===== src/rtl/bus_pkg.sv =====
// 32 bit single master bus with full word writes only; region select sits in adr[31:28]
package bus_pkg;

	typedef logic [31:0] adr_t;
	typedef logic [31:0] dat_t;

	// region select values found in adr[31:28]
	localparam logic [3:0] region_ram = 4'd0;
	localparam logic [3:0] region_spi = 4'd1;

	localparam adr_t ram_base = 32'h0000_0000;
	localparam adr_t spi_base = 32'h1000_0000;

	// sample memory, word addressed
	localparam int ram_depth = 1024;
	localparam int ram_adr_w = 10;
	typedef logic [ram_adr_w-1:0] ram_adr_t;

	// spi port register byte offsets from spi_base
	localparam logic [4:0] reg_arm = 5'd4; // bit 0 arms the shifter
	localparam logic [4:0] reg_data = 5'd12; // frame to send
	localparam logic [4:0] reg_fin = 5'd16; // blocks until the shifter is idle

endpackage


===== src/rtl/wave_pkg.sv =====
// playback sizes and the dac frame layout are fixed here; one dac command only, no readback
package wave_pkg;

	localparam int cnt_w = 16; // sample counter and wform_size
	typedef logic [cnt_w-1:0] cnt_t;

	localparam int timer_w = 16; // spacing timer between samples
	typedef logic [timer_w-1:0] timer_t;

	localparam int sample_w = 20; // dac code width
	typedef logic [sample_w-1:0] sample_t;

	localparam int frame_w = 24; // bits shifted out per dac write
	typedef logic [frame_w-1:0] frame_t;

	localparam int dac_write_cmd = 20; // write command bit in every frame
	localparam int sck_half = 2; // clk cycles per sck half period
	localparam int bit_cnt_w = $clog2(frame_w);
	localparam int div_w = $clog2(sck_half) + 1;

	// sequencer states, one bus cycle takes an issue and a wait state
	typedef enum logic [3:0] {
		check_start, check_len, wait_finished,
		read_ram, wait_ram,
		write_data, wait_data,
		write_arm, wait_arm,
		write_disarm, wait_disarm,
		read_fin, wait_fin,
		wait_period
	} seq_state_t;

endpackage


===== src/rtl/dac_spi_port.sv =====
// spi mode 0, msb first, fixed 24 bit frames; arming during a frame is ignored and disarm never cuts one
`timescale 1ns/1ps

module dac_spi_port (
	input logic clk,
	input logic rst_n,

	// bus slave
	input logic cyc,
	input logic we,
	input logic [4:0] reg_sel,
	input bus_pkg::dat_t dat_w,
	output bus_pkg::dat_t dat_r,
	output logic ack,

	// dac pins
	output logic sck,
	output logic mosi,
	output logic cs_n
);

	wave_pkg::frame_t frame; // last written data register
	wave_pkg::frame_t shreg; // shift register, msb on mosi
	logic arm_q; // armed flag for readback
	logic busy; // frame in flight
	logic tail; // last bit done, cs_n rises next
	logic [wave_pkg::div_w-1:0] div; // sck half period divider
	logic [wave_pkg::bit_cnt_w-1:0] bit_cnt;
	logic access; // first cycle of a bus access
	logic wr; // write strobe
	logic fin_rd; // read of the blocking register
	logic arm_go; // arm write of 1

	assign access = cyc & ~ack;
	assign wr = access & we;
	assign fin_rd = ~we & (reg_sel == bus_pkg::reg_fin);
	assign arm_go = wr & (reg_sel == bus_pkg::reg_arm) & dat_w[0];
	assign mosi = shreg[wave_pkg::frame_w-1];

	// fin read stalls while busy, everything else acks next cycle
	always_ff @(posedge clk or negedge rst_n) begin
		if (!rst_n) begin
			ack <= 1'b0;
			arm_q <= 1'b0;
		end else begin
			ack <= access & (~fin_rd | ~busy);
			if (wr && reg_sel == bus_pkg::reg_arm) begin
				arm_q <= dat_w[0] & ~busy; // arm while busy does not stick
			end
		end
	end

	// data register and read data
	always_ff @(posedge clk) begin
		if (wr && reg_sel == bus_pkg::reg_data) begin
			frame <= wave_pkg::frame_t'(dat_w);
		end
		if (access && !we) begin
			case (reg_sel)
			bus_pkg::reg_fin: dat_r <= bus_pkg::dat_t'(1); // only seen once idle
			bus_pkg::reg_arm: dat_r <= bus_pkg::dat_t'(arm_q);
			bus_pkg::reg_data: dat_r <= bus_pkg::dat_t'(frame);
			default: dat_r <= '0;
			endcase
		end
	end

	// shifter
	always_ff @(posedge clk or negedge rst_n) begin
		if (!rst_n) begin
			busy <= 1'b0;
			tail <= 1'b0;
			cs_n <= 1'b1;
			sck <= 1'b0;
			div <= '0;
			bit_cnt <= '0;
			shreg <= '0;
		end else if (!busy) begin
			if (arm_go) begin // start only from idle
				busy <= 1'b1;
				cs_n <= 1'b0;
				shreg <= frame; // first bit out with cs_n fall
				bit_cnt <= '0;
				div <= '0;
				sck <= 1'b0;
			end
		end else if (tail) begin
			tail <= 1'b0;
			busy <= 1'b0;
			cs_n <= 1'b1;
		end else if (div != wave_pkg::div_w'(wave_pkg::sck_half - 1)) begin
			div <= div + 1'b1;
		end else begin
			div <= '0;
			sck <= ~sck;
			if (sck) begin // falling edge closes the bit
				if (bit_cnt == wave_pkg::bit_cnt_w'(wave_pkg::frame_w - 1)) begin
					tail <= 1'b1;
				end else begin
					bit_cnt <= bit_cnt + 1'b1;
					shreg <= shreg << 1; // next bit ahead of the rise
				end
			end
		end
	end

endmodule


===== config.mk =====
export PLATFORM = sky130hd
export DESIGN_NAME = dac_spi_port
export DESIGN_NICKNAME = d
export VERILOG_FILES = /design/src/rtl/bus_pkg.sv /design/src/rtl/wave_pkg.sv /design/src/rtl/dac_spi_port.sv
export SDC_FILE = /design/constraint.sdc
export NUM_CORES = 1
export LEC_CHECK = 0
export BUFFER_PORTS_ARGS = -buffer_cell sky130_fd_sc_hd__buf_2
export CAP_MARGIN = 20
export CORE_MARGIN = 4
export CORE_UTILIZATION = 54
export CTS_CLUSTER_DIAMETER = 30
export DETAILED_ROUTE_END_ITERATION = 8
export MAX_ROUTING_LAYER = met4
export PLACE_DENSITY = 0.78
export SLEW_MARGIN = 20
export SYNTH_ARGS = -nofsm -noshare
export SYNTH_HDL_FRONTEND = slang
export SYNTH_SLANG_ARGS = --single-unit

===== constraint.sdc =====
create_clock -name clk -period 3.6 [get_ports clk]
set_clock_uncertainty 0.15 [all_clocks]
set_input_delay 0.72 -clock clk [delete_from_list [all_inputs] [get_ports clk]]
set_output_delay 0.72 -clock clk [all_outputs]
set_load 0.02 [all_outputs]

* Yosys cells after proc, flatten, opt, wreduce, memory -nomap -nowiden
Index checks and enable logic that the tools add are counted.
Word-level totals: bits in registers 93, bits of input ports 41, output and inout bits 36, word-level logic and storage cells 75
Operators by class: add/sub/neg operators 2, equality and inequality tests 10, muxes and demuxes 30, bitwise gates (word level) 13, reduce and logical (&&, ||, !) cells 9
Operators by type and width (number):
- $mux 24 | 6
- $pmux 24 s3 | 1
- $mux 5 | 6
- $mux 1 | 13
- $eq 5x5->1 const B | 2
- $mux 2 | 4
- $ne 2x2->1 const B | 4
- $and 1x1->1 | 7
- $add 5x1->5 const B | 1
- $eq 5x3->1 const B | 1
- $eq 5x4->1 const B | 1
- $not 1->1 | 5
- $reduce_and 5->1 | 1
- $ne 2x1->1 const B | 2
- $reduce_and 2->1 | 2
- $logic_and 1x1->1 | 3
- $reduce_and 3->1 | 1
- $add 2x1->2 const B | 1
- $reduce_bool 2->1 | 1
- $logic_not 1->1 | 1
- $or 1x1->1 | 1

* Logic depth before layout (Yosys ltp)
Gate-level depths: netlist of run 1.
depth after elaboration 7, depth in mapped cells 6, mapped depth without buffers 5

* Least setup slack after synthesis of run 1
No wires, ideal clock.
path kind input port to flip-flop, start input reg_sel[4], end register frame[0], enable pin, library setup time 0.435 ns, arrival 3.003 ns, required time 3.015 ns, slack 0.012 ns, stages on the path 2, cell sequence or4b_4 > nor3_1
On the way: cells in the longest elaborated chain, start to end 2
Ends and longest elaborated chain:
- from (decl) | RTL line dac_spi_port.sv:11 | input logic [4:0] reg_sel,
- $eq 5x4->1 | RTL line dac_spi_port.sv:55 | if (wr && reg_sel == bus_pkg::reg_data) begin
- $logic_and 1x1->1 | RTL line dac_spi_port.sv:55
- to (signal assigned) | RTL line dac_spi_port.sv:56 | frame <= wave_pkg::frame_t'(dat_w);
- to (decl) | RTL line dac_spi_port.sv:22 | wave_pkg::frame_t frame;
Every way passes these cells. A chain may end at the register's enable or synchronous reset.

* Worst setup path after layout of run 1
start input reg_sel[4], end register shreg[2]
On the way: cells in the longest elaborated chain, start to end 5
Ends and longest elaborated chain:
- $eq 5x3->1 | RTL line dac_spi_port.sv:37 | assign arm_go = wr & (reg_sel == bus_pkg::reg_arm) & dat_w[0];
- $and 1x1->1 (2 in series) | RTL line dac_spi_port.sv:37
- $reduce_bool 2->1 (no source line)
- $reduce_and 5->1 (no source line)
- to (signal assigned) | RTL line dac_spi_port.sv:82 | shreg <= frame;
- to (signal assigned) | RTL line dac_spi_port.sv:101 | shreg <= shreg << 1;
- to (decl) | RTL line dac_spi_port.sv:23 | wave_pkg::frame_t shreg;
Every way passes these cells.

==> flow_summary.json, run 1 <==
{
  "wl_per_cell_um": 16.2,
  "finalCritPeriodShare_pct": 76.5,
  "fp.dieW_um": 89.4,
  "drt_iter0_markers": 66,
  "drv_cap": 0,
  "crit_path_cell_trace": "buf_2 -> or4b_4 -> or4_4 -> nand2_4 -> mux2_2",
  "hold_violations": 0,
  "critPathRequiredTime_ns": 3.68,
  "grt_remaining_overflow": 0,
  "drt_first_pass_iters": 4,
  "cp_data_arrival_time_ns": 2.83,
  "crit_fanout": 23,
  "wirelength_um": 6040,
  "fin_crit_ns": 2.75,
  "slew_violations": 0,
  "path_buf_inv": 1,
  "layout.nets": 333,
  "leakage_nw": 1.81,
  "via_count": 1932,
  "synth_flop_cell": "edfxtp_1",
  "hpwl_um": 4000,
  "antenna_found_initial": 0,
  "postSynthCellCount": 225,
  "drc_errors": 0,
  "grt_usage_pct": 16.5,
  "cpPeakStageDelay_ns": 0.64,
  "ys_ff_latch": 85,
  "synth.avg_cell_area_um2": 15.9,
  "min_path_type": "input pin to asynchronous set/reset pin",
  "synth_edf_count": 48,
  "start_kind": "input pin",
  "regArea_um2": 2370,
  "num_io_pins": 77,
  "rows": 29,
  "place_congestion": 0.757,
  "synthArstFlopShare_pct": 43.5,
  "rsz0062_at_grt": "false",
  "grt_pass1_vias": 1908,
  "ys_seq_area_share_pct": 66.3,
  "relSlewSlack_pct": 43.6,
  "post_cts_resize_count": 0,
  "cts_max_path_buffers": 2,
  "end_kind": "register",
  "ant_nets": 0,
  "vias_per_cell": 5.18,
  "h-tree-depth": 3,
  "grt_max_degree": 38,
  "ys_warn_count": 0,
  "fillerInstances": 472,
  "path_clk_slew_ns": 0.08,
  "core_um2": 6390,
  "yosysTopAreaCellShare_pct": 40.3,
  "cts.sinks": 85,
  "status": "complete, no violations",
  "synth_area_leader_cell": "edfxtp_1",
  "root_buffer": "clkbuf_8",
  "crit_type": "input pin to register",
  "clock.fmax_mhz": 363,
  "dieArea_um2": 7990,
  "cts_setup_buffers": 0,
  "synthTopCellsByArea": "edfxtp_1 40%, dfrtp_1 25%, mux2_4 8.4%",
  "die_y_um": 89.4,
  "cts_buffers": 9,
  "cts_hold_buf": 0,
  "worstMarginPinSlew_ns": 0.846,
  "initial_core_util_pct": 56.0,
  "io_buffer_count": 60,
  "fin_util_pct": 64.1,
  "antenna_cells": 0,
  "ir_worst_vdd_mv": 0.377,
  "grt_pass1_wl_um": 9480,
  "worst_skew_pair.late_latency_ns": 0.34,
  "cp_slowest_cell": "or4_4",
  "multiInputGateArea_um2": 1090,
  "power.density_nw_per_um2": 425,
  "synth_area_um2": 3570,
  "final.setup.tns_ns": 0,
  "critical-path-top-delay-family": "simple AND/OR/NAND/NOR gates",
  "setup_viol": 0,
  "cts_tree": "done",
  "synth.distinct_cells": 35,
  "syn_to_final_growth_pct": 14.5,
  "drive_above_1_share_pct": 43.9
}
==> registers in the layout, summed over array words and instances, names as in the netlist, 2 cells and up <==
register	cells
frame	24
dat_r	24
div	2
shreg	24
bit_cnt	5
==> layout by cell type (no fill, tap or decap), drive strengths merged, types with 2 or more instances in the layout <==
cell type and instances:
clkbuf 13, xor2 2, and2 23, o21ai 7, clkinv 2, edfxtp 48
conb 8, nor2 2, nand3 10, nand2b 3, inv 5, nand2 7
buf 65, mux2 46, mux2i 3, dfrtp 36
==> worst paths after layout <==
check	slack, ns	to	depth (start not counted)	from
worst max-delay path	0.85	shreg[2]	5	reg_sel[4]
worst min-delay path	0.34	shreg[18]	1	rst_n
worst max register to register	1.09	shreg[2]	4	busy
worst min register to register	0.36	shreg[10]	1	shreg[10]
max in group asynchronous	2.43	shreg[9]	1	rst_n
min in group clk	0.36	shreg[10]	1	shreg[10]
==> per-layer routing <==
layer	global-route usage [%]	part of all wire, %	up-vias
li1	-	-	927
met1	20.4	44	945
met2	26.7	50	54
met3	4.98	5.5	6
met4	4.47	1.1	0
met5	-	0	-
==> cells by family (layout without fill, tap and decap cells) <==
kind of cell	count (synthesis)	in the layout	synth area share, %
flip-flops	85	85	66.3
AND/OR/NAND/NOR	52	52	8.93
multiplexers	49	49	17.4
buffers and inverters	22	86	4.10
AO/OA/AOI/OAI	13	13	2.35
XOR/XNOR	2	2	0.490
adder cells (fa/ha/maj)	1	1	0.350
other	1	8	0.105
==> cell usage after synthesis, types with 2 or more instances <==
| master | count |
|---|---|
| edfxtp_1 | 48 |
| dfrtp_1 | 36 |
| mux2_2 | 26 |
| and2_1 | 23 |
| mux2_4 | 20 |
| nand3_1 | 10 |
| buf_4 | 8 |
| o21ai_0 | 7 |
| nand2_1 | 6 |
| clkbuf_1 | 5 |
| inv_1 | 5 |
| mux2i_1 | 3 |
| nand2b_1 | 3 |
| buf_12 | 2 |
| nor2_1 | 2 |
| xor2_1 | 2 |
==> layout make-up <==
| cell class | instances | area share (%) |
|---|---|---|
| flip-flops and latches | 85 | 57.9 |
| multi-input cells | 125 | 26.7 |
| repair buffers | 65 | 8.25 |
| clock buffers | 13 | 3.39 |
| well taps | 77 | 2.35 |
| clock inverters | 3 | 0.978 |
| inverters | 5 | 0.458 |
==> per-stage QoR <==
stage / instance area (µm²) / hold slack, ns / setup WS (ns) / std cells / power (mW)
detailed placement: 3920 / 0.340 / 0.486 / 357 / 1.14
floorplan: 3600 / 0.274 / 0.0117 / 232 / 1.10
global placement: 3920 / 0.332 / 0.517 / 357 / 1.14
finish: 4090 / 0.337 / 0.847 / 373 / 1.74
CTS: 4090 / 0.359 / 0.846 / 373 / 1.76
global route: 4090 / 0.370 / 0.808 / 373 / 1.81
==> where the power goes <==
part / switching [mW] / internal (mW) / leakage [nW]
logic: 0.0495 / 0.0237 / 0.791
registers: 0.00298 / 1.04 / 0.924
clock network: 0.303 / 0.320 / 0.0914
total: 0.355 / 1.38 / 1.81
(Power assumes the default switching activity.)
==> run 2, diff against run 1 <==
==> constraint.sdc (replaced) <==
create_clock -name clk -period 2.85 [get_ports clk]
set_clock_uncertainty 0.15 [all_clocks]
set_input_delay 0.57 -clock clk [delete_from_list [all_inputs] [get_ports clk]]
set_output_delay 0.57 -clock clk [all_outputs]
set_load 0.02 [all_outputs]
==> flow_summary.json, run 2 (synthesis results as in run 1) <==
{
  "drt_iter0_markers": 71,
  "p_seq_share_pct": 56.4,
  "fp.dieW_um": 89.4,
  "cts_tree": "done",
  "worstMarginPinSlew_ns": 0.821,
  "hold_violations": 0,
  "grt_usage_pct": 16.3,
  "crit_path_cell_trace": "buf_2 -> or4b_4 -> or4_4 -> nand2_4 -> buf_4 -> mux2_4",
  "numPlacedInstances": 360,
  "cp_slowest_cell": "or4b_4",
  "drive_above_1_share_pct": 45.2,
  "cts_hold_buf": 0,
  "min_path_type": "input pin to asynchronous set/reset pin",
  "drv_cap": 0,
  "p_sw_uw": 472,
  "crit_type": "input pin to register",
  "cts_buffers": 9,
  "path_clk_slew_ns": 0.08,
  "h-tree-depth": 3,
  "antenna_cells": 0,
  "top_regs": "dat_r (24), frame (24), shreg (24)",
  "switching_share_pct": 20.2,
  "post_cts_resize_count": 0,
  "fin_crit_ns": 2.41,
  "instances_no_fill": 376,
  "num_io_pins": 77,
  "setup_viol": 0,
  "dieArea_um2": 7990,
  "cts_setup_buffers": 0,
  "antenna_found_initial": 0,
  "cp_data_arrival_time_ns": 2.49,
  "place_congestion": 0.772,
  "worst_skew_pair.late_latency_ns": 0.34,
  "critPathRequiredTime_ns": 2.93,
  "rsz0062_at_grt": "false",
  "grt_pass1_wl_um": 9380,
  "cts_max_path_buffers": 2,
  "clock.fmax_mhz": 414,
  "path_buf_inv": 2,
  "relSlewSlack_pct": 45.3,
  "finalCritPeriodShare_pct": 84.7,
  "start_kind": "input pin",
  "cts.sinks": 85,
  "layout.nets": 336,
  "grt_remaining_overflow": 0,
  "via_count": 1931,
  "ir_worst_vdd_mv": 0.553,
  "rows": 29,
  "power.density_nw_per_um2": 559,
  "initial_core_util_pct": 56.0,
  "status": "complete, no violations",
  "end_kind": "register",
  "root_buffer": "clkbuf_8",
  "ant_nets": 0,
  "comb_power_share_pct": 4.0,
  "grt_max_degree": 38,
  "intPower_mw": 1.87,
  "final.setup.tns_ns": 0,
  "final_common_cell": "buf_2",
  "syn_to_final_growth_pct": 16.9,
  "grt_pass1_vias": 1979,
  "drc_errors": 0,
  "crit_fanout": 8,
  "io_buffer_count": 60,
  "cpPeakStageDelay_ns": 0.58,
  "critical-path-top-delay-family": "simple AND/OR/NAND/NOR gates",
  "die_y_um": 89.4,
  "hpwl_um": 3950,
  "final_cell_mix": "60 x buf_2, 48 x edfxtp_1, 36 x dfrtp_1",
  "leakage_nw": 1.85,
  "drt_first_pass_iters": 4,
  "wl_per_cell_um": 15.8,
  "vias_per_cell": 5.14,
  "wirelength_um": 5960,
  "clockPowerShare_pct": 39.6,
  "slew_violations": 0,
  "core_um2": 6390
}
[run 2: cell types whose count changed in the layout (fill, tap and decap cells not counted), sizes merged]
cell | before | now
clkinv | 2 | 1
bufinv | 1 | 2
clkbuf | 13 | 11
buf | 65 | 68
inv | 5 | 7
[run 2: path summary, 6_finish.rpt]
| check | endpoint | cells after the start | startpoint | slack, ns |
|---|---|---|---|---|
| setup / recovery | shreg[6] | 6 | reg_sel[4] | 0.44 |
| hold / removal | shreg[23] | 1 | rst_n | 0.18 |
| setup reg to reg | shreg[6] | 6 | bit_cnt[0] | 0.67 |
| hold reg to reg | shreg[19] | 1 | shreg[19] | 0.35 |
| max in group asynchronous | shreg[13] | 1 | rst_n | 1.85 |
| min in group clk | frame[1] | 1 | dat_w[1] | 0.25 |
[run 2: final cells by class]
class	instances	area [µm²]
inverters	5	18.8
clock buffers	11	141
well taps	77	96.3
flip-flops and latches	85	2370
multi-input cells	125	1100
clock inverters	5	81.3
repair buffers	68	373
fillers	461	2210
[run 2: power by group through the flow]
| stage | combinational, mW | clock [mW] | sequential (mW) |
|---|---|---|---|
| 2_1_floorplan | 0.0312 | 0 | 1.36 |
| 6_report | 0.0942 | 0.926 | 1.32 |
| 3_3_place_gp | 0.0935 | 0 | 1.34 |
| 5_1_grt | 0.104 | 0.997 | 1.32 |
| 3_5_place_dp | 0.0954 | 0 | 1.34 |
| 4_1_cts | 0.0960 | 0.946 | 1.32 |
[run 2: per-stage QoR]
step	area (µm²)	total power, mW	util (%)	hold slack, ns	setup WS (ns)
3_3_place_gp	3960	1.44	62.0	0.336	0.0993
4_1_cts	4180	2.36	65.4	0.190	0.453
3_5_place_dp	3960	1.44	62.0	0.338	0.0822
5_1_grt	4180	2.42	65.4	0.222	0.423
6_report	4180	2.34	65.4	0.177	0.437
2_1_floorplan	3610	1.39	-	0.124	0.153
[run 2: layer usage]
layer	track usage (%)	part of all wire, %
met3	4.61	5.6
met1	19.5	43
met4	6.90	1.3
met2	26.1	50
met5	-	0
