<file path="config.mk">
export PLATFORM = sky130hd
export DESIGN_NAME = bus_decoder
export DESIGN_NICKNAME = d
export VERILOG_FILES = /design/src/rtl/bus_pkg.sv /design/src/rtl/bus_decoder.sv
export SDC_FILE = /design/constraint.sdc
export NUM_CORES = 1
export LEC_CHECK = 0
export BUFFER_PORTS_ARGS = -buffer_cell sky130_fd_sc_hd__buf_2
export CORE_MARGIN = 4
export CORE_UTILIZATION = 24
export DETAILED_ROUTE_END_ITERATION = 12
export PLACE_DENSITY_LB_ADDON = 0.2
export SKIP_CTS_REPAIR_TIMING = 1
export SLEW_MARGIN = 20
export SYNTH_ARGS = -nofsm -noshare
export SYNTH_HDL_FRONTEND = slang
export SYNTH_SLANG_ARGS = --single-unit
</file>
<file path="constraint.sdc">
create_clock -name clk -period 2.2 [get_ports clk]
set_clock_uncertainty 0.05 [all_clocks]
set_input_delay 0.22 -clock clk [delete_from_list [all_inputs] [get_ports clk]]
set_output_delay 0.22 -clock clk [all_outputs]
set_load 0.02 [all_outputs]
</file>
<file path="src/rtl/bus_pkg.sv">
// 32 bit single master bus with full word writes only; region select sits in adr[31:28]
package bus_pkg;

	typedef logic [31:0] adr_t;
	typedef logic [31:0] dat_t;

	// region select values found in adr[31:28]
	localparam logic [3:0] region_ram = 4'd0;
	localparam logic [3:0] region_spi = 4'd1;

	localparam adr_t ram_base = 32'h0000_0000;
	localparam adr_t spi_base = 32'h1000_0000;

	// sample memory, word addressed
	localparam int ram_depth = 1024;
	localparam int ram_adr_w = 10;
	typedef logic [ram_adr_w-1:0] ram_adr_t;

	// spi port register byte offsets from spi_base
	localparam logic [4:0] reg_arm = 5'd4; // bit 0 arms the shifter
	localparam logic [4:0] reg_data = 5'd12; // frame to send
	localparam logic [4:0] reg_fin = 5'd16; // blocks until the shifter is idle

endpackage

</file>
<file path="src/rtl/bus_decoder.sv">
// two slaves by adr[31:28]; any other region gets a zero read and an ack one cycle later
`timescale 1ns/1ps

module bus_decoder (
	input logic clk,
	input logic rst_n,

	// master side
	input logic cyc,
	input logic stb,
	input bus_pkg::adr_t adr,
	output bus_pkg::dat_t dat_r,
	output logic ack,

	// ram slave
	output logic ram_cyc,
	input logic ram_ack,
	input bus_pkg::dat_t ram_dat_r,

	// spi slave
	output logic spi_cyc,
	input logic spi_ack,
	input bus_pkg::dat_t spi_dat_r
);

	logic [3:0] region;
	logic active; // cycle open with strobe
	logic sel_ram;
	logic sel_spi;
	logic unm_ack; // responder for unmapped regions

	assign region = adr[31:28];
	assign active = cyc & stb;
	assign sel_ram = (region == bus_pkg::region_ram);
	assign sel_spi = (region == bus_pkg::region_spi);

	assign ram_cyc = active & sel_ram; // only the addressed slave sees cyc
	assign spi_cyc = active & sel_spi;

	// single pulse so the master never hangs
	always_ff @(posedge clk or negedge rst_n) begin
		if (!rst_n) begin
			unm_ack <= 1'b0;
		end else begin
			unm_ack <= active & ~sel_ram & ~sel_spi & ~unm_ack;
		end
	end

	// response mux
	always_comb begin
		if (sel_ram) begin
			ack = ram_ack;
			dat_r = ram_dat_r;
		end else if (sel_spi) begin
			ack = spi_ack;
			dat_r = spi_dat_r;
		end else begin
			ack = unm_ack;
			dat_r = '0; // unmapped reads as zero
		end
	end

endmodule

</file>
== Word level (Yosys, flattened, before mapping) ==
Cells that the tools add are included.

* Flip-flop bits (word level): 1
* Logic and storage cells: 16
* Output and inout port bits: 35
* Input port bits: 102

* Eq/ne operators: 1
* Bitwise logic cells: 9
* Muxes and demuxes: 4
* Reductions and logical operators: 1

{| class="wikitable"
|+ Operators by type and width
! operator !! number
|-
| $mux 32 || 2
|-
| $and 1x1->1 || 6
|-
| $eq 4x1->1 const B || 1
|-
| $logic_not 4->1 || 1
|-
| $not 1->1 || 3
|-
| $mux 1 || 2
|}

== Depth between registers and ports, before layout ==
Gate-level depths: netlist of run 1.

* Depth in word-level cells: 5
* Mapped depth: 4
* Depth with buffers taken out: 2

== Worst setup path before layout of run 1 ==
OpenSTA, ideal clock, no wires.

* Path type: input to output
* From: input adr[29]
* To: output ram_cyc
* Slack: 700 ps
* Required time: 1930 ps
* Arrival: 1230 ps
* Stages: 3
* Buffers on the path: 1
* Cells stage by stage: or3_1 buf_6 nor3_1

* Longest elaborated chain between the ends: 2

{| class="wikitable"
|+ RTL lines
! element !! RTL line !! text
|-
| start: declaration || bus_decoder.sv:11 || <nowiki>input bus_pkg::adr_t adr,</nowiki>
|-
| $logic_not 4->1 || bus_decoder.sv:34 || <nowiki>assign sel_ram = (region == bus_pkg::region_ram);</nowiki>
|-
| $and 1x1->1 || bus_decoder.sv:37 || <nowiki>assign ram_cyc = active & sel_ram;</nowiki>
|-
| end: declaration || bus_decoder.sv:16 || <nowiki>output logic ram_cyc,</nowiki>
|}

Every way passes these cells.

== Worst setup path in the final report of run 1 ==
* From: input adr[29]
* To: output spi_cyc

* Longest elaborated chain between the ends: 2

{| class="wikitable"
|+ RTL lines
! element !! RTL line !! text
|-
| $eq 4x1->1 || bus_decoder.sv:35 || <nowiki>assign sel_spi = (region == bus_pkg::region_spi);</nowiki>
|-
| $and 1x1->1 || bus_decoder.sv:38 || <nowiki>assign spi_cyc = active & sel_spi;</nowiki>
|-
| end: declaration || bus_decoder.sv:21 || <nowiki>output logic spi_cyc,</nowiki>
|}

Every way passes these cells.

==> impl_summary.txt, run 1 <==
----------------------------------------------------
[Hold path]
  Hold path start ... unm_ack$_DFF_PN0_
  Min-Delay Path Class ... reg2reg
  Cells on Worst Hold Path ... 1

[Layout]
  Register name with the most flops ... unm_ack
  Fraction of the core area covered by cells at the end of the flow ... 0.502
  Share of post-route cells with drive strength above 1 ... 0.620
  Number of flip-flops under the largest register name ... 1
  Largest registers in the final layout ... unm_ack x1
  Net count reported at finish ... 291
  Post-layout instance area ... 1140 µm²
  Count of inserted antenna diode cells ... 0
  Synth-to-Final Area Change ... 92.2%

[Synth]
  Summed instance area of the synthesized netlist ... 594 µm²
  Post-Syn Instances ... 82
  Yosys top cell by area ... sky130_fd_sc_hd__mux2i_1
  Synth Register Bits ... 1
  Number of distinct library cell variants in the gate-level netlist after synthesis ... 12
  Sequential cell area fraction in the yosys report ... 0.0421
  Share of Yosys cell area claimed by the top area cell type ... 0.539
  Synthesized area divided by synthesized cell count ... 7.25 µm²
  Yosys synthesis warning count ... 0
  Cells taking the most area after synthesis ... sky130_fd_sc_hd__mux2i_1 (54%), sky130_fd_sc_hd__nor2_1 (19%), sky130_fd_sc_hd__buf_6 (7.6%), sky130_fd_sc_hd__dfrtp_1 (4.2%), sky130_fd_sc_hd__mux2_2 (3.8%)
  Nets in the synthesized netlist ... 184

[Drt]
  Initial DRT Pass Iterations ... 2
  Via count normalized by instance count ... 4.45
  DRC violation total after the first TritonRoute iteration ... 20
  Detailed-route DRC error count ... 0
  Wire per inst ... 11.1 µm
  Antenna Nets Post-Route ... 0
  Routed via count ... 957
  DRT Wirelength ... 2380 µm

[Pwr]
  Switching power summed over all nets ... 0.0000887 W
  Switching Fraction ... 0.429
  Internal ... 0.000118 W
  Leakage power ... 0.773 nW
  Ratio of total power to cell area ... 181 nW/µm²
  Proportion of power drawn by the clock network ... 0
  Sequential group share of total power ... 0.099
  Fraction of power consumed by combinational cells ... 0.901
  Total power consumption of the routed design ... 0.000207 W
  Max IR drop VDD ... 0.104 mV

[Floorplanning]
  Die extent in y ... 57.8 µm
  I/O pins ... 137
  Chip Width ... 57.8 µm
  Standard cell core area ... 2280 µm²
  Placement row count ... 17
  Initial core utilization ... 0.261
  Die outline area ... 3340 µm²

[Placed design]
  DP HPWL ... 2120 µm
  Total placed instance area ... 1130 µm²
  Total of buffers placed on input and output ports ... 108
  Routability congestion estimate from global placement ... 0.711

[GRT]
  Wire length of the first global-routing pass ... 3810 µm
  Via count of the first global-routing pass ... 943
  All-layer global routing usage ... 0.133
  Leftover overflow at the end of global routing ... 0
  Number of antenna violations at the first check in global routing ... 0
  Largest net degree at the start of global routing ... 21

[CTS]
  Reg clk slew, reported paths ... 0 ns
  Latest clock arrival within the worst-skew pair ... 0 ns

[Setup path]
  Most used cell, CP ... sky130_fd_sc_hd__buf_2
  Crit path launch ... adr[29]
  Crit-path max cell delay ... 0.38 ns
  Critical path's slowest cell ... sky130_fd_sc_hd__or3_1
  R2R Path End ... unm_ack$_DFF_PN0_
  Nature of the critical path startpoint ... input pin
  Worst path bufs/invs ... 3
  Data required time of the worst path ... 1.93 ns
  R2r setup slk ... 1.50 ns
  Worst reg2reg startpoint ... unm_ack$_DFF_PN0_
  Termination of the worst setup path ... spi_cyc
  Crit Path Class ... in2out
  Total number of cells along the worst setup path ... 5
  Endpoint kind of the worst setup timing path ... output port
  Max Fanout on Critical Path ... 19
  Critical Path AT ... 1.30 ns
  Gate family responsible for the most delay along the worst path ... simple AND/OR/NAND/NOR gates
  Sequence of cells on the critical path ... buf_2, or3_1, buf_4, nor3_1, buf_2
  Cell depth of the worst flop-to-flop path ... 1

[Timing]
  Maximum frequency from static timing analysis ... 639 MHz
  Actual slew at the worst max-slew pin ... 0.307 ns
  Unrepaired setup endpoints after global routing ... no
  Crit share post-route ... 0.712
  Final Hold Violating Endpoints ... 0
  Rel. slew slack ... 0.795
  Count of endpoints failing setup in the final report ... 0
  Fin. max-slew vios ... 0
  Fin Hold WS ... 0.393 ns
  Post-layout min period ... 1.57 ns
  Final sum of negative setup slack ... 0 ns

[Flow run]
  Maximum capacitance violations ... 0

[Outcome]
  Result of the run ... completed

----------------------------------------------------
power by group through the flow:
stage          clock network [W]  logic (W)  registers, W
4_1_cts                        0   0.000187     0.0000204
5_1_grt                        0   0.000207     0.0000206
3_5_place_dp                   0   0.000187     0.0000204
2_1_floorplan                  0   0.000103     0.0000201
6_report                       0   0.000186     0.0000204
3_3_place_gp                   0   0.000182     0.0000203
per-stage QoR:
step / cells / setup slack, ns
after detailed placement: 214 / 0.620
after global routing: 215 / 0.568
after floorplan: 82 / 0.700
final: 215 / 0.634
after CTS: 214 / 0.615
after global placement: 214 / 0.597
per-layer routing:
| layer | vias to the layer above | global-route usage | wire length (µm) | share of wire |
|---|---|---|---|---|
| met3 | 0 | 0.0356 | 385 | 0.16 |
| met4 | 0 | 0.00662 | 0 | 0 |
| met2 | 68 | 0.265 | 1220 | 0.51 |
| li1 | 490 | - | - | - |
| met5 | - | 0 | 0 | 0 |
| met1 | 399 | 0.145 | 771 | 0.32 |
cell usage after synthesis, drive strengths merged:
cell / count
dfrtp: 1
inv: 1
mux2i: 32
nand2: 1
or3: 1
buf: 8
nor2: 32
nor3: 4
mux2: 2
cell families after synthesis:
| logic type | Yosys count | synth area share |
|---|---|---|
| buffers and inverters | 9 | 0.120 |
| and+or+nand+nor | 38 | 0.261 |
| DFF | 1 | 0.0421 |
| muxes | 34 | 0.577 |
cell usage in the layout, fill, tap and decap left out:
| master | Yosys | routed |
|---|---|---|
| sky130_fd_sc_hd__inv_1 | 1 | 1 |
| sky130_fd_sc_hd__nor3_1 | 4 | 4 |
| sky130_fd_sc_hd__dlygate4sd3_1 | 0 | 1 |
| sky130_fd_sc_hd__nor2_2 | 2 | 2 |
| sky130_fd_sc_hd__buf_2 | 3 | 108 |
| sky130_fd_sc_hd__dfrtp_1 | 1 | 1 |
| sky130_fd_sc_hd__mux2_2 | 2 | 2 |
| sky130_fd_sc_hd__nand2_1 | 1 | 1 |
| sky130_fd_sc_hd__nor2_1 | 30 | 30 |
| sky130_fd_sc_hd__mux2i_1 | 32 | 32 |
| sky130_fd_sc_hd__or3_1 | 1 | 1 |
| sky130_fd_sc_hd__buf_4 | 1 | 4 |
worst min path at each step:
stage / slack (ns) / to
after global placement: -0.05 / unm_ack$_DFF_PN0_
after global routing: 0.43 / unm_ack$_DFF_PN0_
final: 0.39 / unm_ack$_DFF_PN0_
after CTS: -0.05 / unm_ack$_DFF_PN0_
after floorplan: -0.13 / unm_ack$_DFF_PN0_
after detailed placement: -0.05 / unm_ack$_DFF_PN0_
area by class of cell:
class / instances / area (µm²)
Sequential cell: 1 / 25.0
Fill cell: 232 / 1130
Tap cell: 28 / 35.0
Timing Repair Buffer: 113 / 581
Multi-Input combinational cell: 72 / 498
Inverter: 1 / 3.75
Note: power is estimated with default switching activity, not from simulation.
==> inputs of run 2 (changes only) <==
--- a/config.mk
+++ b/config.mk
@@ -7,7 +7,7 @@
 export LEC_CHECK = 0
 export BUFFER_PORTS_ARGS = -buffer_cell sky130_fd_sc_hd__buf_2
 export CORE_MARGIN = 4
-export CORE_UTILIZATION = 24
+export CORE_UTILIZATION = 20
 export DETAILED_ROUTE_END_ITERATION = 12
 export PLACE_DENSITY_LB_ADDON = 0.2
 export SKIP_CTS_REPAIR_TIMING = 1
==> constraint.sdc (replaced) <==
create_clock -name clk -period 1.4 [get_ports clk]
set_clock_uncertainty 0.05 [all_clocks]
set_input_delay 0.14 -clock clk [delete_from_list [all_inputs] [get_ports clk]]
set_output_delay 0.14 -clock clk [all_outputs]
set_load 0.02 [all_outputs]
==> impl_summary.txt, run 2 (same netlist as run 1, synthesis figures left out) <==
----------------------------------------------------
[Pwr]
  Fraction of power consumed by combinational cells ... 0.903 (+0.002)
  Leakage power ... 0.776 nW (+0.37%)
  Proportion of power drawn by the clock network ... 0 (unchanged)
  Switching power summed over all nets ... 0.000141 W (+59%)
  Max IR drop VDD ... 0.210 mV (+100%)
  Switching Fraction ... 0.426 (-0.00298)
  Sequential group share of total power ... 0.097 (-0.002)
  Internal ... 0.000190 W (+61%)
  Ratio of total power to cell area ... 284 nW/µm² (+57%)

[Setup path]
  Crit Path Class ... in2out
  Cell depth of the worst flop-to-flop path ... 1 (unchanged)
  Data required time of the worst path ... 1.21 ns (-0.72 ns)
  Max Fanout on Critical Path ... 12 (-7)
  Sequence of cells on the critical path ... buf_2, or3_4, buf_4, nor2_1, buf_2
  Endpoint kind of the worst setup timing path ... output port
  R2R Path End ... unm_ack$_DFF_PN0_
  Critical Path AT ... 1.13 ns (-0.17 ns)
  Nature of the critical path startpoint ... input pin
  Critical path's slowest cell ... sky130_fd_sc_hd__or3_4
  R2r setup slk ... 0.71 ns (-0.79 ns)
  Crit-path max cell delay ... 0.40 ns (+0.02 ns)
  Worst reg2reg startpoint ... unm_ack$_DFF_PN0_
  Most used cell, CP ... sky130_fd_sc_hd__buf_2

[Layout]
  Number of flip-flops under the largest register name ... 1 (unchanged)
  Count of inserted antenna diode cells ... 0 (unchanged)
  Net count reported at finish ... 290 (-0.34%)
  Layout filler cell count ... 285 (+23%)
  Leading cell types in the layout, fill and taps excluded ... sky130_fd_sc_hd__buf_2 (107), sky130_fd_sc_hd__mux2i_1 (32), sky130_fd_sc_hd__nor2_1 (30), sky130_fd_sc_hd__nor3_1 (4)
  Register name with the most flops ... unm_ack
  Largest registers in the final layout ... unm_ack x1
  Post-layout instance area ... 1160 µm² (+1.8%)
  Synth-to-Final Area Change ... 95.6%
  Leading cell type in the layout, fill and taps excluded ... sky130_fd_sc_hd__buf_2
  Share of post-route cells with drive strength above 1 ... 0.624 (+0.00334)

[Floorplanning]
  I/O pins ... 137 (unchanged)
  Placement row count ... 19 (+2)
  Chip Width ... 62.5 µm (+8.2%)
  Standard cell core area ... 2810 µm² (+23%)
  Die extent in y ... 62.5 µm (+8.2%)
  Initial core utilization ... 0.212 (-0.0493)
  Die outline area ... 3910 µm² (+17%)

[Timing]
  Post-layout min period ... 1.32 ns
  Setup slack after layout ... 0.0793 ns (-0.555 ns)
  Rel. slew slack ... 0.828 (+0.0323)
  Fin. max-slew vios ... 0 (unchanged)
  Maximum frequency from static timing analysis ... 757 MHz
  Count of endpoints failing setup in the final report ... 0 (unchanged)
  Final sum of negative setup slack ... 0 ns (unchanged)
  Final Hold Violating Endpoints ... 0 (unchanged)
  Crit share post-route ... 0.943
  Actual slew at the worst max-slew pin ... 0.256 ns (-0.0504 ns)

[CTS]
  Latest clock arrival within the worst-skew pair ... 0 ns (unchanged)
  Reg clk slew, reported paths ... 0 ns (unchanged)

[Hold path]
  Min-Delay Path Class ... reg2reg
  Sink of the worst hold path ... unm_ack$_DFF_PN0_
  Cells on Worst Hold Path ... 1 (unchanged)
  Hold path start ... unm_ack$_DFF_PN0_

[Placed design]
  Worst Setup Slack post-DPL ... -0.000676 ns (-0.621 ns)
  Total placed instance area ... 1140 µm² (+0.77%)
  Total of buffers placed on input and output ports ... 108 (unchanged)
  DP HPWL ... 1990 µm (-6.4%)
  Routability congestion estimate from global placement ... 0.669 (-5.9%)

[Drt]
  Detailed-route DRC error count ... 0 (unchanged)
  Antenna Nets Post-Route ... 0 (unchanged)
  Routed via count ... 945 (-1.3%)
  DRT Wirelength ... 2340 µm (-1.8%)
  DRC violation total after the first TritonRoute iteration ... 7 (-65%)
  Wire per inst ... 10.8 µm (-2.8%)
  Initial DRT Pass Iterations ... 4 (+2)
  Via count normalized by instance count ... 4.35 (-2.2%)

[GRT]
  Leftover overflow at the end of global routing ... 0 (unchanged)
  Via count of the first global-routing pass ... 851 (-9.8%)
  Number of antenna violations at the first check in global routing ... 0 (unchanged)
  All-layer global routing usage ... 0.111 (-0.0224)
  Largest net degree at the start of global routing ... 35 (+67%)
  Wire length of the first global-routing pass ... 3840 µm (+0.92%)

[Outcome]
  Result of the run ... completed

[Flow run]
  Maximum capacitance violations ... 0 (unchanged)

----------------------------------------------------
==> run 2: changes by cell type in the layout (fill, tap and decap cells not counted) <==
cell,before,now
sky130_fd_sc_hd__buf_6,0,1
sky130_fd_sc_hd__buf_4,4,2
sky130_fd_sc_hd__buf_2,108,107
sky130_fd_sc_hd__buf_12,0,1
sky130_fd_sc_hd__or3_1,1,0
sky130_fd_sc_hd__or3_4,0,1
==> run 2: worst max-delay path, delay by kind of cell <==
family                 cells  cell delay, ns
and+or+nand+nor            2            0.51
buffers and inverters      3            0.47
==> run 2: worst max path at each step <==
stage / to / from / cells after the start
3_5_place_dp: dat_r[22] / adr[29] / 5
6_report: dat_r[7] / adr[29] / 5
3_3_place_gp: dat_r[23] / adr[29] / 5
2_1_floorplan: ram_cyc / adr[29] / 3
4_1_cts: dat_r[22] / adr[29] / 5
5_1_grt: dat_r[10] / adr[29] / 5
==> run 2: power by group through the flow <==
stage	registers, W	clock network, W	logic (W)
finish	0.0000319	0	0.000298
detailed placement	0.0000319	0	0.000296
global placement	0.0000317	0	0.000288
global route	0.0000322	0	0.000329
floorplan	0.0000317	0	0.000162
CTS	0.0000319	0	0.000297
==> run 2: layout make-up <==
type | instances | area (µm²) | area share
repair buffers | 112 | 592 | 0.509
multi-input cells | 72 | 503 | 0.433
well taps | 31 | 38.8 | 0.0334
flip-flops and latches | 1 | 25.0 | 0.0215
inverters | 1 | 3.75 | 0.00323
==> run 2: per-layer routing <==
layer | global-route usage | wire length, µm | up-vias
met5 | 0 | 0 | -
met4 | 0 | 0 | 0
met3 | 0.0288 | 323 | 0
li1 | - | - | 487
met1 | 0.120 | 838 | 389
met2 | 0.224 | 1170 | 69
==> run 2: stage by stage <==
stage,util,std cells,total power (W),hold slack [ns]
after global routing,0.414,217,0.000362,0.424
after floorplan,-,82,0.000194,-0.206
after global placement,0.407,216,0.000320,-0.135
after CTS,0.407,216,0.000329,-0.132
final,0.414,217,0.000330,0.385
after detailed placement,0.407,216,0.000328,-0.132
