--- config.mk ---
export PLATFORM = sky130hd
export DESIGN_NAME = waveform_sequencer
export DESIGN_NICKNAME = d
export VERILOG_FILES = /design/src/rtl/bus_pkg.sv /design/src/rtl/wave_pkg.sv /design/src/rtl/waveform_sequencer.sv
export SDC_FILE = /design/constraint.sdc
export NUM_CORES = 1
export LEC_CHECK = 0
export BUFFER_PORTS_ARGS = -buffer_cell sky130_fd_sc_hd__buf_2
export CAP_MARGIN = 20
export CORE_MARGIN = 2
export CORE_UTILIZATION = 25
export CTS_BUF_LIST = sky130_fd_sc_hd__clkbuf_4
export DETAILED_ROUTE_END_ITERATION = 8
export GPL_TIMING_DRIVEN = 0
export PLACE_DENSITY_LB_ADDON = 0.15
export SETUP_SLACK_MARGIN = 0.2
export SYNTH_ARGS = -nofsm -noshare
export SYNTH_HDL_FRONTEND = slang
export SYNTH_SLANG_ARGS = --single-unit
--- constraint.sdc ---
create_clock -name clk -period 2.98 [get_ports clk]
set_input_delay 0.447 -clock clk [delete_from_list [all_inputs] [get_ports clk]]
set_output_delay 0.447 -clock clk [all_outputs]
set_load 0.01 [all_outputs]
--- src/rtl/bus_pkg.sv ---
// 32 bit single master bus with full word writes only; region select sits in adr[31:28]
package bus_pkg;

	typedef logic [31:0] adr_t;
	typedef logic [31:0] dat_t;

	// region select values found in adr[31:28]
	localparam logic [3:0] region_ram = 4'd0;
	localparam logic [3:0] region_spi = 4'd1;

	localparam adr_t ram_base = 32'h0000_0000;
	localparam adr_t spi_base = 32'h1000_0000;

	// sample memory, word addressed
	localparam int ram_depth = 1024;
	localparam int ram_adr_w = 10;
	typedef logic [ram_adr_w-1:0] ram_adr_t;

	// spi port register byte offsets from spi_base
	localparam logic [4:0] reg_arm = 5'd4; // bit 0 arms the shifter
	localparam logic [4:0] reg_data = 5'd12; // frame to send
	localparam logic [4:0] reg_fin = 5'd16; // blocks until the shifter is idle

endpackage

--- src/rtl/wave_pkg.sv ---
// playback sizes and the dac frame layout are fixed here; one dac command only, no readback
package wave_pkg;

	localparam int cnt_w = 16; // sample counter and wform_size
	typedef logic [cnt_w-1:0] cnt_t;

	localparam int timer_w = 16; // spacing timer between samples
	typedef logic [timer_w-1:0] timer_t;

	localparam int sample_w = 20; // dac code width
	typedef logic [sample_w-1:0] sample_t;

	localparam int frame_w = 24; // bits shifted out per dac write
	typedef logic [frame_w-1:0] frame_t;

	localparam int dac_write_cmd = 20; // write command bit in every frame
	localparam int sck_half = 2; // clk cycles per sck half period
	localparam int bit_cnt_w = $clog2(frame_w);
	localparam int div_w = $clog2(sck_half) + 1;

	// sequencer states, one bus cycle takes an issue and a wait state
	typedef enum logic [3:0] {
		check_start, check_len, wait_finished,
		read_ram, wait_ram,
		write_data, wait_data,
		write_arm, wait_arm,
		write_disarm, wait_disarm,
		read_fin, wait_fin,
		wait_period
	} seq_state_t;

endpackage

--- src/rtl/waveform_sequencer.sv ---
// single bus master; waits forever on a missing ack and assumes one sample per word at ram_base
`timescale 1ns/1ps

module waveform_sequencer (
	input logic clk,
	input logic rst_n,

	// playback control
	input logic run,
	input logic force_stop,
	input logic do_loop,
	input wave_pkg::cnt_t wform_size,
	input wave_pkg::timer_t timer_spacing,
	output wave_pkg::cnt_t cntr,
	output wave_pkg::timer_t timer,
	output logic ready,
	output logic finished,

	// bus master
	output logic cyc,
	output logic stb,
	output logic we,
	output bus_pkg::adr_t adr,
	output bus_pkg::dat_t dat_w,
	input bus_pkg::dat_t dat_r,
	input logic ack
);

	wave_pkg::seq_state_t state;

	assign stb = cyc; // outputs stable for the whole cycle

	// control path
	always_ff @(posedge clk or negedge rst_n) begin
		if (!rst_n) begin
			state <= wave_pkg::check_start;
			cntr <= '0;
			timer <= '0;
			ready <= 1'b0;
			finished <= 1'b0;
			cyc <= 1'b0;
			we <= 1'b0;
		end else if (force_stop) begin
			state <= wave_pkg::check_start; // abandon any open cycle
			cyc <= 1'b0;
		end else begin
			case (state)
			wave_pkg::check_start: begin
				if (run) begin
					cntr <= '0;
					ready <= 1'b0;
					state <= wave_pkg::check_len;
				end else begin
					ready <= 1'b1; // host may load now
					finished <= 1'b0;
				end
			end
			wave_pkg::check_len: begin
				if (cntr >= wform_size) begin
					if (do_loop) begin
						cntr <= '0; // wrap and replay
						state <= wave_pkg::read_ram;
					end else begin
						state <= wave_pkg::wait_finished;
					end
				end else begin
					state <= wave_pkg::read_ram;
				end
			end
			wave_pkg::wait_finished: begin
				if (!run) begin
					state <= wave_pkg::check_start;
				end else if (do_loop) begin
					cntr <= '0; // loop turned on late
					state <= wave_pkg::read_ram;
				end else begin
					finished <= 1'b1; // held until run drops
				end
			end
			wave_pkg::read_ram: begin
				cyc <= 1'b1;
				we <= 1'b0;
				state <= wave_pkg::wait_ram;
			end
			wave_pkg::wait_ram: if (ack) begin
				cyc <= 1'b0;
				state <= wave_pkg::write_data;
			end
			wave_pkg::write_data: begin
				cyc <= 1'b1;
				we <= 1'b1;
				state <= wave_pkg::wait_data;
			end
			wave_pkg::wait_data: if (ack) begin
				cyc <= 1'b0;
				state <= wave_pkg::write_arm;
			end
			wave_pkg::write_arm: begin
				cyc <= 1'b1;
				we <= 1'b1;
				state <= wave_pkg::wait_arm;
			end
			wave_pkg::wait_arm: if (ack) begin
				cyc <= 1'b0;
				state <= wave_pkg::write_disarm;
			end
			// disarm right away, the frame in flight keeps going
			wave_pkg::write_disarm: begin
				cyc <= 1'b1;
				we <= 1'b1;
				state <= wave_pkg::wait_disarm;
			end
			wave_pkg::wait_disarm: if (ack) begin
				cyc <= 1'b0;
				state <= wave_pkg::read_fin;
			end
			wave_pkg::read_fin: begin
				cyc <= 1'b1;
				we <= 1'b0;
				state <= wave_pkg::wait_fin;
			end
			wave_pkg::wait_fin: if (ack) begin // ack only once the shifter is idle
				cyc <= 1'b0;
				timer <= '0;
				state <= wave_pkg::wait_period;
			end
			wave_pkg::wait_period: begin
				if (!run) begin
					state <= wave_pkg::check_start; // graceful stop between frames
				end else if (timer < timer_spacing) begin
					timer <= timer + 1'b1;
				end else begin
					cntr <= cntr + 1'b1;
					state <= wave_pkg::check_len;
				end
			end
			default: state <= wave_pkg::check_start;
			endcase
		end
	end

	// address and write data, loaded in the issue states
	always_ff @(posedge clk) begin
		case (state)
		wave_pkg::read_ram: adr <= bus_pkg::ram_base + bus_pkg::adr_t'(cntr);
		wave_pkg::wait_ram: if (ack) begin
			// sample in the low bits plus the write command
			dat_w <= bus_pkg::dat_t'(wave_pkg::sample_t'(dat_r))
				| (bus_pkg::dat_t'(1) << wave_pkg::dac_write_cmd);
		end
		wave_pkg::write_data: adr <= bus_pkg::spi_base + bus_pkg::adr_t'(bus_pkg::reg_data);
		wave_pkg::write_arm: begin
			adr <= bus_pkg::spi_base + bus_pkg::adr_t'(bus_pkg::reg_arm);
			dat_w <= bus_pkg::dat_t'(1); // arm
		end
		wave_pkg::write_disarm: begin
			adr <= bus_pkg::spi_base + bus_pkg::adr_t'(bus_pkg::reg_arm);
			dat_w <= '0; // disarm
		end
		wave_pkg::read_fin: adr <= bus_pkg::spi_base + bus_pkg::adr_t'(bus_pkg::reg_fin);
		default: ;
		endcase
	end

endmodule

=== Word-level counts from Yosys, hierarchy flattened ===
Index checks and enable logic that the tools add are counted.

* Output and inout port bits: 101
* RAM bits: 0
* Memories kept: 0
* Flip-flop bits (word level): 104
* Word-level logic and storage cells: 104
* Latch bits: 0
* Memory bits (read-only): 0

* Div/mod/pow operators: 0
* Shift operators: 0
* Order comparisons: 2
* $add $sub $neg: 2
* Equality and inequality tests: 32
* Multiplexer cells: 37
* Bitwise logic cells: 1
* Multiply operators: 0
* Reductions and logical operators: 21

{| class="wikitable"
|+ Operator list
! operator !! number
|-
| $mux 16 || 9
|-
| $pmux 32 s4 || 1
|-
| $pmux 32 s3 || 1
|-
| $pmux 16 s4 || 1
|-
| $pmux 4 s14 || 1
|-
| $mux 4 || 12
|-
| $add 16x1->16 const B || 2
|-
| $mux 32 || 1
|-
| $pmux 16 s2 || 1
|-
| $eq 4x4->1 const B || 6
|-
| $ne 2x2->1 const B || 10
|-
| $ne 3x3->1 const B || 6
|-
| $eq 4x3->1 const B || 4
|-
| $ge 16x16->1 || 1
|-
| $lt 16x16->1 || 1
|-
| $reduce_and 5->1 || 2
|-
| $reduce_or 5->1 || 2
|-
| $eq 4x2->1 const B || 2
|-
| $ne 4x4->1 const B || 2
|-
| $reduce_and 2->1 || 4
|-
| $reduce_and 8->1 || 1
|-
| $reduce_bool 4->1 || 2
|-
| $mux 1 || 7
|-
| $reduce_and 7->1 || 1
|-
| 9 further kinds || 15
|}

=== Logic depth before layout (Yosys ltp) ===
Gate-level depths: netlist (run 1).

* Word-level depth: 5
* Mapped depth: 10
* Depth with buffers taken out: 8

=== Worst setup path before layout (run 1) ===
Ideal clock, no wire load.

* Path type: input port to flip-flop
* Start: input port timer_spacing[14]
* End: register timer[13]
* Data arrival time: 2.098 ns
* Setup slack: 0.761 ns
* Library setup time: 0.121 ns
* Cell stages on the path: 10
* Cells stage by stage: inv_1 ha_1 a21o_1 a211oi_2 and2_1 o211a_1 buf_4 buf_4 o22ai_1 a22o_1

* Word-level cells in the longest chain between the ends: 3

{| class="wikitable"
|+ Ends and longest elaborated chain
! what !! RTL line !! RTL
|-
| from (decl) || waveform_sequencer.sv:13 || <nowiki>input wave_pkg::timer_t timer_spacing,</nowiki>
|-
| $lt 16x16->1 || waveform_sequencer.sv:130 || <nowiki>end else if (timer < timer_spacing) begin</nowiki>
|-
| $ne 2x2->1 (no source line) || -- ||
|-
| $reduce_and 5->1 (no source line) || -- ||
|-
| to (signal assigned) || waveform_sequencer.sv:131 || <nowiki>timer <= timer + 1'b1;</nowiki>
|-
| to (decl) || waveform_sequencer.sv:15 || <nowiki>output wave_pkg::timer_t timer,</nowiki>
|}

No other way between the ends.
A chain may end at the register's enable or synchronous reset.

=== Final worst setup path (run 1) ===
* Start: register timer[14]
* End: register timer[15]

* Word-level cells in the longest chain between the ends: 4

{| class="wikitable"
|+ Ends and longest elaborated chain
! what !! RTL line !! RTL
|-
| $add 16x1->16 || waveform_sequencer.sv:131 ||
|-
| $mux 16 || waveform_sequencer.sv:130 ||
|-
| $mux 16 || waveform_sequencer.sv:128 || <nowiki>if (!run) begin</nowiki>
|-
| $pmux 16 s2 || waveform_sequencer.sv:47 || <nowiki>case (state)</nowiki>
|}

Several ways; a longest one is shown, not always the timed one. The select of a mux whose other input is x is not followed.

==> flow_metrics.tcl, run 1 <==
set metrics [dict create \
    status "finished, final reports clean" \
    via_count 4813 \
    place_congestion 0.8212 \
    crit_chain "ha_1 -> a21o_1 -> a211oi_2 -> and2_1 -> o211a_1 -> buf_4 -> buf_2 -> o21ai_0 -> o2bb2ai_1" \
    r2r_setup_slack_ns 0.38 \
    max_stage_delay_ns 0.48 \
    first_pass_iters 5 \
    slowest_stage "dfrtp_1" \
    path_class "flip-flop to flip-flop" \
    ant_nets 0 \
    min_to "dat_w[5]" \
    synth.cell_area_um2 5210 \
    skew_ns 0.009730 \
    fmax_ghz 0.3852 \
    power.density_nw_per_um2 393.8 \
    nets 834 \
    synth.distinct_cells 64 \
    antenna_found_initial 0 \
    utilization 0.3197 \
    r2r-end "timer[15]" \
    hpwl_um 12080 \
    rsz0062_at_grt "false" \
    overflow 0 \
    yosysSeqAreaShare 0.4111 \
    hp-class "input pin to flip-flop" \
    clk_pin_slew_ns 0.13 \
    cts_num_sinks 78 \
    clock_tree.buffer_depth 2 \
    hold_start "dat_r[5]" \
    drtIter0Drc 369 \
    ios 171 \
    start_util 0.2558 \
    ff2ff_path_depth 9 \
    cts_tree "done" \
    synth_top_area_frac 0.2190 \
    worst-path-buf-inv 2 \
    htree_levels 3 \
    ys_warn_count 0 \
    wl_per_cell_um 15.94 \
    diodes 0 \
    syn_inst 558 \
    synthTopCellsByArea "edfxtp_1, dfrtp_1, ha_1" \
    synth_top_cell_by_area "edfxtp_1" \
    crit_family "compound AO/OA/AOI/OAI gates" \
    grt_max_degree 41 \
    synth_ff_type "dfrtp_1" \
    dieArea_um2 22010 \
    maxSlewViolCount 0 \
    synth-edff-count 38 \
    path_depth 9 \
    seq_area_um2 2142 \
    cp-end-kind "flip-flop" \
    viasPerCell 4.784 \
    async_flop_share 0.5128 \
    drive_gt1_frac 0.2840 \
    chipWidth_um 148.4 \
    syn_area_per_cell_um2 9.337 \
    grt_pass1_wl_um 25180 \
    numCtsBuffers 9 \
    nFillCells 2156 \
    cp-start-kind "flip-flop" \
    grt_pass1_vias 4696 \
    layout_min_cycle_time_ns 2.596 \
    root_buffer "clkbuf_4" \
    tns_ns 0 \
    setup_viol 0 \
    slew_headroom 0.5013 \
    clock_latency_ns 0.45 \
    power_leakage_nw 3.091 \
    worst_pin_slew_ns 0.7402 \
    route.detailed.drc 0 \
    max_cap_violations 0 \
    peakVddDrop_uv 139.7 \
    cp_data_required_time_ns 3.36 \
    worstHoldPathCells 2 \
    syn_to_final_growth_pct 24.95 \
    port_buffers 132 \
    r2r_start "timer[14]" \
    final_hold_viol_count 0 \
    cp.arrival_ns 2.98 \
    min_period_over_period 0.8712 \
    die_y_um 148.4 \
    grt_use_total 0.1442 \
    path_max_fanout 10 \
    core-area_um2 20360 \
    wl_um 16030 \
    core.rowCount 52 \
    synth_seq_cells 78 \
    multiInputGateArea_um2 2645 \
]
## report_power, final
group          leakage, nW  internal, mW  switching [mW]
Clock               0.0782         0.264           0.411
Combinational         2.12         0.256           0.385
Sequential           0.893          1.20          0.0453
Total                 3.09          1.72           0.841
## logic make-up after synthesis
logic type,Yosys count,synth area share
muxes,6,0.01177
and+or+nand+nor,200,0.2065
buffers and inverters,102,0.1013
AOI/OAI and AO/OA,138,0.1892
DFF,78,0.4111
adders and majority gates,33,0.07925
other,1,0.0007198
## placed cells by master, fill, tap and decap left out, types with 28 or more instances in the layout
cell,instances
o21ai_0,34
buf_2,138
nor2_1,40
inv_1,46
nand2_1,38
dfrtp_1,40
and2_1,30
edfxtp_1,38
buf_4,33
ha_1,33
nand3_1,28
## what timing repair did
action | CTS | global route
hold buffers | 0 | 1
pin swaps | 1 | 1
resized for setup | 0 | 8
buffers inserted | 2 | 0
hold endpoints to repair | 0 | 6
endpoints found under the setup margin | 1 | 48
## how the worst max path moves through the flow
stage                            from        end
floorplan           timer_spacing[14]  timer[13]
global placement     timer_spacing[2]   state[0]
detailed placement   timer_spacing[2]   state[0]
CTS                         timer[14]   timer[5]
global route                timer[14]  timer[15]
finish                      timer[14]  timer[15]
## layer usage
| metal | up-vias | GRT usage | routed length, µm |
|---|---|---|---|
| li1 | 2328 | - | - |
| met1 | 2281 | 0.1955 | 7501 |
| met2 | 187 | 0.2387 | 7396 |
| met3 | 17 | 0.02301 | 940 |
| met4 | 0 | 0.04095 | 194 |
| met5 | - | 0 | 0 |
## final cells by class
type / count / area share
Inverter: 47 / 0.02710
Tap cell: 270 / 0.05189
Sequential cell: 78 / 0.3290
Clock buffer: 10 / 0.01153
Timing Repair Buffer: 137 / 0.1101
Multi-Input combinational cell: 403 / 0.4063
Buffer: 55 / 0.05458
Clock inverter: 6 / 0.009418
## registers in the layout, indices dropped and copies added, names as in the netlist
register  count
state         4
dat_w        21
finished      1
cntr         16
timer        16
ready         1
adr          17
cyc           1
we            1
## per-stage QoR
stage / hold WS (ns) / total power, mW / instances / setup WS [ns] / cell area [µm²]
after floorplan: 0.1514 / 1.670 / 583 / 0.7609 / 5304
after global placement: 0.4972 / 1.889 / 985 / 0.1805 / 6302
after detailed placement: 0.4919 / 1.901 / 986 / 0.1231 / 6314
after CTS: 0.1594 / 2.581 / 1004 / 0.2006 / 6465
after global routing: 0.2423 / 2.709 / 1006 / 0.1957 / 6510
final: 0.2725 / 2.564 / 1006 / 0.3838 / 6510
## worst reg2reg max path, delay by kind of cell (launching register included)
kind                       cells  cell delay (ns)
AOI/OAI and AO/OA              5             1.03
adders and majority gates      1             0.35
buffers and inverters          2             0.46
DFF                            1             0.48
and+or+nand+nor                1             0.21
## Yosys cell counts, drive strengths merged (10+ instances only)
cell and count:
inv 46, nor3 11, ha 33, a21oi 21
o21ai 37, nand3 28, and2 30, nor2 40
buf 41, clkbuf 14, nand2 38, nand4 11
dfrtp 40, a22o 11, edfxtp 38, o211ai 10
Note: power is estimated with default switching activity, not from simulation.
==> run 2, diff against run 1 <==
--- a/config.mk
+++ b/config.mk
@@ -7,8 +7,9 @@
 export LEC_CHECK = 0
 export BUFFER_PORTS_ARGS = -buffer_cell sky130_fd_sc_hd__buf_2
 export CAP_MARGIN = 20
+export CORE_ASPECT_RATIO = 1.75
 export CORE_MARGIN = 2
-export CORE_UTILIZATION = 25
+export CORE_UTILIZATION = 40
 export CTS_BUF_LIST = sky130_fd_sc_hd__clkbuf_4
 export DETAILED_ROUTE_END_ITERATION = 8
 export GPL_TIMING_DRIVEN = 0
==> constraint.sdc (replaced) <==
create_clock -name clk -period 2.2 [get_ports clk]
set_input_delay 0.33 -clock clk [delete_from_list [all_inputs] [get_ports clk]]
set_output_delay 0.33 -clock clk [all_outputs]
set_load 0.01 [all_outputs]
==> flow_metrics.tcl, run 2 (synthesized netlist as in run 1, its figures left out) <==
set metrics [dict create \
    die_y_um 155.0 \
    ios 171 \
    wl_met3_um 847 \
    overflow 0 \
    place_inst 886 \
    maxSlewViolCount 0 \
    violations "setup timing" \
    status "finished, violations left" \
    power_leakage_nw 3.453 \
    final_cells 963 \
    multiInputGateArea_um2 3223 \
    cp.arrival_ns 2.69 \
    cp-start-kind "flip-flop" \
    grt_max_degree 41 \
    setup_viol 25 \
    routed.top_layer "met4" \
    rsz0062_at_grt "true" \
    top_register "dat_w" \
    grt_pass1_wl_um 25030 \
    met2RoutedLength_um 9416 \
    wl_um 16740 \
    clock_tree.buffer_depth 2 \
    cp_data_required_time_ns 2.58 \
    seq_area_um2 2165 \
    peakVddDrop_uv 289.0 \
    syn_to_final_growth_pct 45.10 \
    largest_reg_flops 21 \
    core-area_um2 12800 \
    chipWidth_um 90.27 \
    reg_top3 "dat_w x21, adr x17" \
    grt_use_total 0.2229 \
    wl_met1_um 5855 \
    worst_pin_slew_ns 0.9880 \
    dieArea_um2 13990 \
    hp-class "input pin to async pin" \
    grt_pass1_vias 4994 \
    final_cell_mix "buf_2, buf_4, inv_1" \
    layout_min_cycle_time_ns 2.311 \
    route.detailed.drc 0 \
    path_max_fanout 8 \
    ant_nets 0 \
    first_pass_iters 4 \
    fmax_ghz 0.4327 \
    antenna_found_initial 1 \
    path_class "flip-flop to flip-flop" \
    final_hold_viol_count 0 \
    slew_headroom 0.3413 \
    layout_setup_ws_ns -0.1110 \
    cts_tree "done" \
    place_congestion 0.8740 \
    numCtsBuffers 9 \
    root_buffer "clkbuf_4" \
    hpwl_um 11380 \
    via_count 5163 \
    drive_gt1_frac 0.4526 \
    cts_num_sinks 78 \
    drtIter0Drc 335 \
    htree_levels 3 \
    skew_ns 0.01819 \
    min_period_over_period 1.050 \
    wl_per_cell_um 17.39 \
    max_cap_violations 0 \
    nFillCells 1178 \
    nets 889 \
    cp-end-kind "flip-flop" \
    clock_latency_ns 0.46 \
    core.rowCount 55 \
    port_buffers 132 \
    finalPower_mw 3.755 \
    power.density_nw_per_um2 496.7 \
    viasPerCell 5.361 \
    start_util 0.4070 \
    preCtsSetupSlack_ns -0.3771 \
    clk_pin_slew_ns 0.13 \
    cts_hold_buffers 0 \
    final_common_cell "buf_2" \
]
-- run 2: changes by cell type in the layout (fill, tap and decap cells not counted), sizes merged --
| cell | delta |
|---|---|
| clkinvlp | +3 |
| inv | -1 |
| clkbuf | -2 |
| dlygate4sd3 | -1 |
| bufinv | +1 |
| buf | +55 |
| a32o | +3 |
| diode | +1 |
| clkinv | -3 |
-- run 2: through the flow --
stage               hold WS [ns]  area (µm²)  TNS, ns    util
floorplan                0.03441        5386        0       -
global placement          0.4891        6261   -7.596  0.4892
detailed placement        0.4952        6261   -10.68  0.4892
CTS                      0.04617        7014  -0.6730  0.5480
global route             0.06671        7560   -3.105  0.5906
finish                   0.01568        7560   -1.062  0.5906
-- run 2: final timing paths --
path	start	to	slack, ns	cells past startpoint
setup / recovery	cntr[8]	cntr[1]	-0.11	8
hold / removal	rst_n	cyc	0.02	1
setup reg to reg	cntr[8]	cntr[1]	-0.11	8
hold reg to reg	ready	ready	0.52	1
max in group asynchronous	rst_n	cntr[8]	1.51	1
min in group clk	dat_r[12]	dat_w[12]	0.14	2
-- run 2: area by class of cell --
type                            count  share of cell area
Antenna cell                        1           0.0003310
Buffer                             55             0.05511
Clock buffer                       10            0.009930
Clock inverter                      6             0.01159
Inverter                           47             0.02350
Multi-Input combinational cell    406              0.4263
Sequential cell                    78              0.2863
Tap cell                          171             0.02830
Timing Repair Buffer              189              0.1586
-- run 2: worst max-delay path: stages, from the launching register on --
cell and delay, ns:
dfrtp_2 0.49, ha_4 0.28, nand4_1 0.13, nor4_1 0.27
and4bb_2 0.26, buf_6 0.14, nor4_4 0.29, buf_6 0.17
mux2i_1 0.20
-- run 2: where the power goes --
group / leakage (nW) / internal (mW) / switching (mW) / total, mW
clock: 0.0786 / 0.470 / 0.541 / 1.01
combinational: 2.51 / 0.448 / 0.620 / 1.07
sequential: 0.863 / 1.63 / 0.0459 / 1.68
-- run 2: routing by layer --
layer	global-route usage	vias to the layer above
met1	0.2347	2476
met2	0.4214	203
met5	0	-
li1	-	2441
met4	0.1216	0
met3	0.03293	43
-- run 2: repair_timing --
| action | 4_1_cts | 5_1_grt |
|---|---|---|
| gates cloned | 3 | 5 |
| endpoints found under the setup margin | 87 | 79 |
| resized for setup | 74 | 70 |
| buffers inserted | 30 | 22 |
| pin swaps | 30 | 36 |
